<file path="src/cache_geom_pkg.sv">
// ====================
// Cache geometry types
// ====================

package cache_geom_pkg;

  // Address split of a 32-bit byte address
  localparam int unsigned tag_bits       = 22;
  localparam int unsigned index_bits     = 6;
  localparam int unsigned word_bits      = 32;
  localparam int unsigned words_per_line = 4;
  localparam int unsigned num_lines      = 2 ** index_bits;
  localparam int unsigned line_bits      = words_per_line * word_bits;

  typedef logic [tag_bits-1:0]                tag_t;
  typedef logic [index_bits-1:0]              index_t;
  typedef logic [$clog2(words_per_line)-1:0]  offset_t;
  typedef logic [word_bits-1:0]               word_t;

  // Fetch address, MSB first
  typedef struct packed {
    tag_t       tag;
    index_t     index;
    offset_t    word;
    logic [1:0] byte_sel;
  } fetch_addr_t;

  // One cache line, seen as raw bits or as four words
  typedef union packed {
    logic [line_bits-1:0]            raw;
    word_t [words_per_line-1:0]      words;
  } line_u;

endpackage

</file>
<file path="src/fetch_bus_pkg.sv">
// ====================
// Fetch and refill bus types
// ====================

package fetch_bus_pkg;

  import cache_geom_pkg::*;

  // Core fetch port, held until completion
  typedef struct packed {
    logic        req;
    fetch_addr_t addr;
  } fetch_req_t;

  // Memory refill response
  // stall is the memory wait level, high while no word is offered
  typedef struct packed {
    word_t data;
    logic  stall;
  } mem_rsp_t;

  // ====================
  // Statistics
  // ====================

  typedef struct packed {
    logic [31:0] fetches;
    logic [31:0] hits;
    logic [31:0] misses;
  } cache_stats_t;

endpackage

</file>
<file path="src/fetch_result.sv">
// ====================
// Refill buffer and result
// ====================

`timescale 1ns/10ps

module fetch_result
  import cache_geom_pkg::*;
  import fetch_bus_pkg::*;
(
  input  logic         clk,
  input  logic         rst,
  input  mem_rsp_t     mem,
  input  offset_t      beat,
  input  logic         refill_done,
  input  logic         hit_done,
  input  logic         idle,
  input  fetch_req_t   fetch,
  input  offset_t      word,
  input  line_u        store_line,
  output line_u        fill_line,
  output word_t        core_data,
  output cache_stats_t stats
);

  logic beat_take;

  // Refill buffer filled by beat number
  assign beat_take = ~mem.stall & ~idle & ~refill_done;

  always_ff @(posedge clk) begin
    if (beat_take) fill_line.words[beat] <= mem.data;
  end

  // Output word register
  always_ff @(posedge clk) begin
    if (hit_done) begin
      core_data <= store_line.words[word];
    end else if (refill_done) begin
      core_data <= fill_line.words[word];
    end
  end

  // ====================
  // Statistics
  // ====================

  always_ff @(posedge clk or posedge rst) begin
    if (rst) begin
      stats <= '0;
    end else begin
      if (idle && fetch.req) stats.fetches <= stats.fetches + 32'd1;
      if (hit_done) stats.hits <= stats.hits + 32'd1;
      // One miss per completed refill
      if (refill_done) stats.misses <= stats.misses + 32'd1;
    end
  end

endmodule

</file>
<file path="config.mk">
export PLATFORM = sky130hd
export DESIGN_NAME = fetch_result
export DESIGN_NICKNAME = d
export VERILOG_FILES = /design/src/cache_geom_pkg.sv /design/src/fetch_bus_pkg.sv /design/src/fetch_result.sv
export SDC_FILE = /design/constraint.sdc
export NUM_CORES = 1
export LEC_CHECK = 0
export BUFFER_PORTS_ARGS = -buffer_cell sky130_fd_sc_hd__buf_4
export CAP_MARGIN = 25
export CORE_MARGIN = 4
export CORE_UTILIZATION = 35
export CTS_BUF_LIST = sky130_fd_sc_hd__clkbuf_4 sky130_fd_sc_hd__clkbuf_8
export CTS_CLUSTER_SIZE = 16
export DETAILED_ROUTE_END_ITERATION = 7
export PLACE_DENSITY = 0.7
export SETUP_SLACK_MARGIN = 0.05
export SYNTH_ARGS = -nofsm -noshare
export SYNTH_HDL_FRONTEND = slang
export SYNTH_SLANG_ARGS = --single-unit
</file>
<file path="constraint.sdc">
create_clock -name clk -period 2.7 [get_ports clk]
set_clock_uncertainty 0.15 [all_clocks]
set_input_delay 0 -clock clk [delete_from_list [all_inputs] [get_ports clk]]
set_output_delay 0 -clock clk [all_outputs]
set_load 0.02 [all_outputs]
</file>
==> results.toml, run 1 <==
[detailed_routing]
dr.pass1.iters = 4
initialDrtViolationCount = 413
vias = 8181
viasPerCell = 4.98
ant_nets = 0
wl_per_cell_um = 22.5
drc_errors = 0
routed_wl_um = 37000

[placed_design]
placed_area_um2 = 14800
dp_hpwl_um = 26500
port-buffer-count = 426
place_congestion = 0.818
dp_slack_ps = 664

[sta]
finalWorstSetupSlack_ps = 642
hold_violations = 0
max_slew.worst_pin.slew_ps = 737
timing.hold.ws_ps = 10.8
timing.final.crit_share_pct = 76.2
fmax_mhz = 486
maxSlewViolCount = 0
setup_viol = 0
slew_headroom_pct = 50.8
fin_crit_ps = 2060
rsz0062_at_grt = "false"
tns_ps = 0

[floorplanning]
die-area_um2 = 34300
fp.dieH_um = 185
rows = 64
core-area_um2 = 30700
start_util_pct = 35.7
io_pins = 459
die_w_um = 185

[clock_tree]
hold_buffers = 109
cts_made_buffers = 46
cts.repair.resized = 0
cts_setup_buffers = 0
cts.sinks = 256
cts-root-buf = "clkbuf_8"
htreeDepth = 2
insertion_delay_ps = 550
tritoncts = "yes"
clk_pin_slew_ps = 60
clk_path_buf_depth = 3

[synth]
netlist_area_um2 = 11000
synthFlopType = "edfxtp_1"
async_flop_share_pct = 37.5
ys_types = 27
synth_area_leader_cell = "edfxtp_1"
synth.area.top_cells = "edfxtp_1 (44%), dfrtp_1 (22%), mux4_2 (13%), xnor2_1 (5.7%), mux2_2 (3.6%)"
ys_seq_area_share_pct = 65.6
avgSynthCellArea_um2 = 17.2
yosysMostFrequentCell = "edfxtp_1"
synth_edf_count = 160
yosysWarningCount = 0
syn_inst = 637
syn-num-nets = 843
synth-seq-cells = 256
netlist.area_leader.share_pct = 43.8
yosys-top-cells-count = "edfxtp_1 (160), dfrtp_1 (96), xnor2_1 (72), mux4_2 (64)"

[worst_hold_path]
hold_class = "in2reg"

[power]
p_leak_uw = 0.00709
power_uw = 10000
powerDensity_nw_per_um2 = 597
max-vdd-ir-drop_mv = 0.430

[grt]
grt_start_max_net_pins = 65
gr-usage-all-layers_pct = 21.1
grt_pass1_vias = 8871
grt_remaining_overflow = 0
grt_pass1_wl_um = 54900
grt_antenna_before_repair = 4

[final_layout]
areaGrowthSynthToFinish_pct = 52.6
nets = 1421
final_area_um2 = 16800
drive_gt1_share_pct = 50.6

[worst_setup_path]
start_kind = "register"
cp_common_cell = "nand4_1"
path_cells = "ha_1 -> nand4_1 -> nor4_4 -> nand4_1 -> xnor2_1"
path_buf_inv = 0
critPathMaxStageDelay_ps = 620
cpLargestDelayFamily = "simple AND/OR/NAND/NOR gates"
criticalPathCategory = "reg2reg"
end_kind = "register"
cp.arrival_ps = 2330
crit_fanout = 9
critPathSlowestCell = "nor4_4"
cp_data_required_time_ps = 2970

[status]
status = "completed"

[job]
max_cap_viol_count = 0
==> flip-flops by register name (all words and copies together) (netlist names) <==
register,cells
stats,96
core_data,32
fill_line,128
==> cell type report <==
class | count | area (um^2)
Antenna cell | 3 | 7.51
Clock buffer | 66 | 808
Clock inverter | 11 | 81.3
Fill cell | 2517 | 14000
Inverter | 5 | 22.5
Multi-Input combinational cell | 356 | 3690
Sequential cell | 256 | 7210
Tap cell | 396 | 495
Timing Repair Buffer | 550 | 4440
==> layer usage <==
layer | GRT usage [%] | share of wire, %
met5 | 0 | 0.041
met4 | 6.49 | 2.6
met3 | 7.36 | 8.8
met2 | 36.3 | 50
met1 | 25.2 | 38
==> report_power, final <==
group	switching, uW	total, uW	internal [uW]
Clock	1560	3570	2010
Combinational	841	1740	900
Sequential	260	4690	4430
Total	2660	10000	7340
==> metrics by stage <==
stage / std cells / utilization, %
6_report: 1643 / 54.5
2_1_floorplan: 637 / -
4_1_cts: 1640 / 54.5
5_1_grt: 1643 / 54.5
3_3_place_gp: 1453 / 47.9
3_5_place_dp: 1454 / 48.0
==> tightest hold or removal path: stages <==
cell	delay [ps]
buf_4	120
nor3b_4	40
buf_4	280
==> cells in the final DEF (no fill, tap or decap), types with 3 or more instances in the layout <==
cell and n:
nor3_1 7, diode_2 3, buf_4 438, dlygate4sd3_1 109, xor2_1 21, and3_1 13
and2_1 5, mux4_2 64, nand2_1 29, nor4_4 5, clkbuf_4 16, dfrtp_1 96
edfxtp_1 160, clkbuf_8 50, clkinv_1 5, nand4_1 35, mux2_2 35, nand3_1 32
nor2_1 14, ha_1 3, xnor2_1 72, clkinv_2 3, and4_1 8, buf_12 3
inv_1 4
==> cells by family after synthesis <==
| kind of cell | count (synthesis) | share of synthesized area [%] |
|---|---|---|
| flip-flops | 256 | 65.6 |
| buffers and inverters | 25 | 0.946 |
| AND/OR/NAND/NOR | 161 | 8.94 |
| multiplexers | 99 | 16.7 |
| XOR/XNOR | 93 | 7.42 |
| adder cells (fa/ha/maj) | 3 | 0.342 |
==> path summary, 6_finish.rpt <==
path,start,endpoint,slack (ps),cells after the start
worst max register to register,stats[64]$_DFFE_PP0P_,stats[94]$_DFFE_PP0P_,640,5
max in group asynchronous,rst,stats[65]$_DFFE_PP0P_,1030,5
worst min register to register,stats[63]$_DFFE_PP0P_,stats[63]$_DFFE_PP0P_,320,1
min in group asynchronous,rst,stats[60]$_DFFE_PP0P_,590,4
worst max-delay path,stats[64]$_DFFE_PP0P_,stats[94]$_DFFE_PP0P_,640,5
worst min-delay path,beat[0],fill_line[27]$_DFFE_PP_,10,3
Power figures use the tool's default switching activity.
==> run 2, diff against run 1 <==
--- a/config.mk
+++ b/config.mk
@@ -12,7 +12,7 @@
 export CTS_BUF_LIST = sky130_fd_sc_hd__clkbuf_4 sky130_fd_sc_hd__clkbuf_8
 export CTS_CLUSTER_SIZE = 16
 export DETAILED_ROUTE_END_ITERATION = 7
-export PLACE_DENSITY = 0.7
+export PLACE_DENSITY = 0.67
 export SETUP_SLACK_MARGIN = 0.05
 export SYNTH_ARGS = -nofsm -noshare
 export SYNTH_HDL_FRONTEND = slang
==> constraint.sdc (replaced) <==
create_clock -name clk -period 2.11 [get_ports clk]
set_clock_uncertainty 0.15 [all_clocks]
set_input_delay 0 -clock clk [delete_from_list [all_inputs] [get_ports clk]]
set_output_delay 0 -clock clk [all_outputs]
set_load 0.02 [all_outputs]
==> results.toml, run 2 (synthesis gave the netlist of run 1 again) <==
[worst_setup_path]
cp.arrival_ps = 2170
critPathLaunch = "stats[0]$_DFFE_PP0P_"
crit_end = "stats[24]$_DFFE_PP0P_"
criticalPathCategory = "reg2reg"
cp_data_required_time_ps = 2410
rr_startpoint = "stats[0]$_DFFE_PP0P_"
reg2reg_depth = 6
end_kind = "register"
critPathSlowestCell = "dfrtp_1"
critPathMaxStageDelay_ps = 420
crit_fanout = 7
rrSetupSlack_ps = 240
path_cells = "ha_1 -> nand3_1 -> nor4_4 -> buf_4 -> nand4_1 -> xnor2_1"
start_kind = "register"
r2r-end = "stats[24]$_DFFE_PP0P_"

[sta]
slew_headroom_pct = 55.0
setup_viol = 0
rsz0062_at_grt = "false"
timing.hold.ws_ps = 45.4
fmax_mhz = 533
timing.final.crit_share_pct = 88.9
max_slew.worst_pin.slew_ps = 673
maxSlewViolCount = 0
fin_crit_ps = 1870
finalWorstSetupSlack_ps = 235
hold_violations = 0

[detailed_routing]
drc_errors = 0
routed_wl_um = 37400
initialDrtViolationCount = 409
vias = 8364
wl_per_cell_um = 22.3
ant_nets = 0
dr.pass1.iters = 5
viasPerCell = 4.99

[final_layout]
drive_gt1_share_pct = 50.7
largest_reg_flops = 128
final_cells = 1677
mostFrequentLayoutCells = "buf_4 (445), edfxtp_1 (160), dlygate4sd3_1 (124)"
fillers = 2438
areaGrowthSynthToFinish_pct = 55.8
nets = 1449
layout_commonest_cell = "buf_4"

[clock_tree]
cts_made_buffers = 45
insertion_delay_ps = 570
tritoncts = "yes"
clk_path_buf_depth = 3
cts.sinks = 256
htreeDepth = 2
cts-root-buf = "clkbuf_8"
cts.repair.resized = 0
cts_setup_buffers = 0
clk_pin_slew_ps = 60

[placed_design]
port-buffer-count = 426
dp_hpwl_um = 26800
dp_slack_ps = 217
place_inst = 1468
place_congestion = 0.832

[status]
status = "completed"

[power]
p_leak_uw = 0.00725
powerDensity_nw_per_um2 = 748
max-vdd-ir-drop_mv = 0.462

[grt]
grt_start_max_net_pins = 44
gr-usage-all-layers_pct = 21.3
grt_remaining_overflow = 0
grt_pass1_wl_um = 55200
grt_antenna_before_repair = 3
grt_pass1_vias = 8958

[floorplanning]
core-area_um2 = 30700
die-area_um2 = 34300
die_w_um = 185
rows = 64
fp.dieH_um = 185
io_pins = 459
start_util_pct = 35.7

[worst_hold_path]
hold_class = "in2reg"
worstHoldStart = "mem[24]"

[job]
max_cap_viol_count = 0
==> run 2: changes by cell type in the layout (fill, tap and decap cells not counted) <==
| cell | change |
|---|---|
| buf_12 | +7 |
| buf_4 | +7 |
| bufinv_16 | -1 |
| clkbuf_4 | -1 |
| clkbuf_8 | +1 |
| clkinv_2 | +4 |
| clkinvlp_4 | +2 |
| diode_2 | +1 |
| dlygate4sd3_1 | +15 |
| inv_6 | -2 |
| inv_8 | +1 |
==> run 2: worst min-delay path by stage <==
stage               slack (ps)  cells past startpoint                       to
CTS                        0.3                      2  fill_line[86]$_DFFE_PP_
global route                 5                      2  fill_line[76]$_DFFE_PP_
finish                      50                      2  fill_line[23]$_DFFE_PP_
floorplan                  -50                      0   fill_line[0]$_DFFE_PP_
global placement           -50                      2    stats[61]$_DFFE_PP0P_
detailed placement         -60                      2    stats[61]$_DFFE_PP0P_
==> run 2: layer usage <==
layer,part of all wire (%),vias to the layer above,global-route usage (%)
li1,-,3719,-
met1,38,4221,25.2
met2,50,356,36.2
met3,8.7,68,7.31
met4,3.3,0,8.02
met5,0,-,0
==> run 2: worst max-delay path: cells and delay by family, from the launching register on <==
family,cells,cell delay (ps)
buffers and inverters,1,220
AND/OR/NAND/NOR,3,610
flip-flops,1,420
adder cells (fa/ha/maj),1,220
XOR/XNOR,1,150
==> run 2: what timing repair did <==
action / in CTS / in global routing
endpoints found under the setup margin: 0 / 0
endpoints found under the hold margin: 446 / 0
hold buffers: 124 / 0
==> run 2: cell type report <==
| type | count | area, um^2 | share of cell area (%) |
|---|---|---|---|
| Tap cell | 396 | 495 | 2.90 |
| Clock buffer | 66 | 815 | 4.76 |
| Timing Repair Buffer | 579 | 4780 | 28.0 |
| Sequential cell | 256 | 7210 | 42.1 |
| Clock inverter | 15 | 80.1 | 0.468 |
| Inverter | 5 | 22.5 | 0.132 |
| Multi-Input combinational cell | 356 | 3690 | 21.6 |
| Antenna cell | 4 | 10.0 | 0.0585 |
==> run 2: where the power goes <==
| part | internal (uW) | switching [uW] |
|---|---|---|
| combinational | 1190 | 1070 |
| clock | 2480 | 2050 |
| sequential | 5670 | 325 |
| total | 9340 | 3450 |
==> run 2: per-stage QoR <==
stage,power [uW],area (um^2),util [%],setup TNS (ps)
final,12800,17100,55.6,0
after detailed placement,8120,15000,48.6,0
after global routing,13300,17100,55.6,0
after floorplan,7060,11000,-,-6080
after CTS,12900,17100,55.6,0
after global placement,8100,14900,48.6,0
==> run 3, diff against run 2 <==
--- a/config.mk
+++ b/config.mk
@@ -5,6 +5,7 @@
 export SDC_FILE = /design/constraint.sdc
 export NUM_CORES = 1
 export LEC_CHECK = 0
+export ABC_AREA = 1
 export BUFFER_PORTS_ARGS = -buffer_cell sky130_fd_sc_hd__buf_4
 export CAP_MARGIN = 25
 export CORE_MARGIN = 4
@@ -12,7 +13,7 @@
 export CTS_BUF_LIST = sky130_fd_sc_hd__clkbuf_4 sky130_fd_sc_hd__clkbuf_8
 export CTS_CLUSTER_SIZE = 16
 export DETAILED_ROUTE_END_ITERATION = 7
-export PLACE_DENSITY = 0.67
+export PLACE_DENSITY = 0.66
 export SETUP_SLACK_MARGIN = 0.05
 export SYNTH_ARGS = -nofsm -noshare
 export SYNTH_HDL_FRONTEND = slang
==> results.toml, run 3 <==
[synth]
synth_compound_area_share_pct = 8.02
syn_inst = 1376
avgSynthCellArea_um2 = 9.07
yosys.area_share.simple_pct = 25.5
synth_top_family_by_area = "simple AND/OR/NAND/NOR gates"
synth.area.top_cells = "edfxtp_1 (38%), dfrtp_1 (19%), nand2_1 (9.8%), nor2_1 (8.5%), o21ai_0 (5.9%)"
synth_area_leader_cell = "edfxtp_1"
syn-num-nets = 1582
yosysWarningCount = 0
synth_xor_xnor_area_share_pct = 3.79
ys_seq_area_share_pct = 57.7
synth-adder-area-share_pct = 0.301
async_flop_share_pct = 37.5
yosysMostFrequentCell = "nand2_1"
synth-seq-cells = 256
synth_edf_count = 160
netlist.area_leader.share_pct = 38.5
netlist_area_um2 = 12500
yosys-top-cells-count = "nand2_1 (327), nor2_1 (282), edfxtp_1 (160), o21ai_0 (146), dfrtp_1 (96)"
synthFlopType = "edfxtp_1"
ys_types = 32
synthMuxAreaShare_pct = 0

[detailed_routing]
routed_wl_um = 45900
wl_per_cell_um = 18.5
drc_errors = 0
viasPerCell = 4.89
dr.pass1.iters = 5
ant_nets = 0
vias = 12133
initialDrtViolationCount = 736

[worst_setup_path]
crit_fanout = 26
cp_data_required_time_ps = 2210
cp.arrival_ps = 2160
end_kind = "register"
start_kind = "input port"
criticalPathCategory = "in2reg"

[final_layout]
drive_gt1_share_pct = 28.5
fillers = 3090
multiInputGateArea_um2 = 4750
areaGrowthSynthToFinish_pct = 51.9
mostFrequentLayoutCells = "buf_4 (440), nand2_1 (326), nor2_1 (282)"
largest_reg_flops = 128
layout_commonest_cell = "buf_4"
final_area_um2 = 19000
seqCellArea_um2 = 7210
nets = 2198
final_cells = 2481

[placed_design]
dp_slack_ps = 448
port-buffer-count = 426
dp_hpwl_um = 32000
placed_area_um2 = 16300
place_inst = 2229
place_congestion = 0.899

[power]
p_leak_uw = 0.00840
power_uw = 13400
seqPwrFrac_pct = 44.7
p_clk_share_pct = 36.6
powerDensity_nw_per_um2 = 705
combPwrFrac_pct = 18.7
p_sw_uw = 3760
switching_share_pct = 28.1
max-vdd-ir-drop_mv = 0.487
p_int_uw = 9620

[floorplanning]
start_util_pct = 35.8
io_pins = 459
core-area_um2 = 34900
die_w_um = 197
fp.dieH_um = 197
rows = 68
die-area_um2 = 38800

[sta]
timing.final.crit_share_pct = 97.3
setup_viol = 0
max_slew.worst_pin.slew_ps = 549
fin_crit_ps = 2050
tns_ps = 0
fmax_mhz = 487
rsz0062_at_grt = "true"
hold_violations = 0
maxSlewViolCount = 0
slew_headroom_pct = 63.4
finalWorstSetupSlack_ps = 57.1

[status]
status = "completed"

[job]
max_cap_viol_count = 0

[grt]
grt_pass1_vias = 12214
use_met2_pct = 37.3
grt_use_met1_pct = 28.6
gr-usage-all-layers_pct = 22.7
grt_antenna_before_repair = 2
gr-usage-met3_pct = 5.47
grt_remaining_overflow = 0
grt_pass1_wl_um = 68900
grt_start_max_net_pins = 97
busiest_layer = "met2"

[clock_tree]
cts_made_buffers = 46
tritoncts = "yes"
htreeDepth = 2
insertion_delay_ps = 580
cts-root-buf = "clkbuf_8"
cts.sinks = 256
cts_setup_buffers = 0
clk_pin_slew_ps = 60
clk_path_buf_depth = 3

[worst_hold_path]
hold_class = "in2reg"
-- run 3: changes by cell type in the layout (fill, tap and decap cells not counted), sizes merged, moves of 14 or more --
cell,delta
o21ai,+200
dlygate4sd3,+46
and3,-14
xnor2,-44
nand3b,+22
nand4,-24
mux2,-35
nand2,+308
inv,+69
mux4,-64
nor2,+291
-- run 3: worst max-delay path: stages --
cell           delay [ps]
dlygate4sd3_1         530
buf_4                 130
nor2_1                250
nand2_2               210
nor3_4                140
dlygate4sd3_1         630
buf_12                240
-- run 3: layer usage --
metal | part of all wire (%) | wire [um] | vias to the layer above
met1 | 41 | 18800 | 5736
met5 | 0.028 | 13 | -
met3 | 7.6 | 3460 | 122
met2 | 47 | 21500 | 495
met4 | 4.6 | 2120 | 2
li1 | - | - | 5778
-- run 3: final cells by class --
class                           instances  share of cell area (%)
Inverter                               76                    1.54
Clock inverter                         16                   0.772
Antenna cell                            1                  0.0132
Timing Repair Buffer                  620                    27.4
Clock buffer                           65                    4.25
Tap cell                              455                    3.00
Multi-Input combinational cell        992                    25.0
Sequential cell                       256                    38.0
-- run 3: kinds of logic after synthesis --
| family | count (synthesis) |
|---|---|
| adder cells (fa/ha/maj) | 3 |
| buffers and inverters | 128 |
| XOR/XNOR | 54 |
| flip-flops | 256 |
| AND/OR/NAND/NOR | 735 |
| AO/OA/AOI/OAI | 200 |
-- run 3: power groups by stage --
stage / combinational [uW] / sequential, uW / clock, uW
global placement: 2160 / 6050 / 0
CTS: 2500 / 5970 / 5040
global route: 2710 / 6020 / 5280
floorplan: 777 / 6370 / 0
detailed placement: 2190 / 6060 / 0
finish: 2500 / 5980 / 4890
-- run 3: worst paths after layout --
path,slack [ps],cells after the start,endpoint,from
setup / recovery,60,7,fill_line[12]$_DFFE_PP_,mem[0]
hold / removal,50,5,fill_line[35]$_DFFE_PP_,idle
setup reg to reg,240,7,core_data[22]$_DFFE_PP_,fill_line[22]$_DFFE_PP_
hold reg to reg,350,2,stats[60]$_DFFE_PP0P_,stats[60]$_DFFE_PP0P_
max in group asynchronous,790,5,stats[4]$_DFFE_PP0P_,rst
min in group asynchronous,590,5,stats[62]$_DFFE_PP0P_,rst
-- run 3: timing repair --
item                       4_1_cts  5_1_grt
gates resized for setup          0        4
hold buffers                   168        2
setup endpoints to repair        0       38
hold endpoints to repair       504        8
-- run 3: stage by stage --
step	hold slack, ps	utilization, %
after detailed placement	53.3	46.7
after global placement	50.1	46.7
after floorplan	-51.1	-
after global routing	17.3	54.4
after CTS	0.100	54.3
final	49.6	54.4
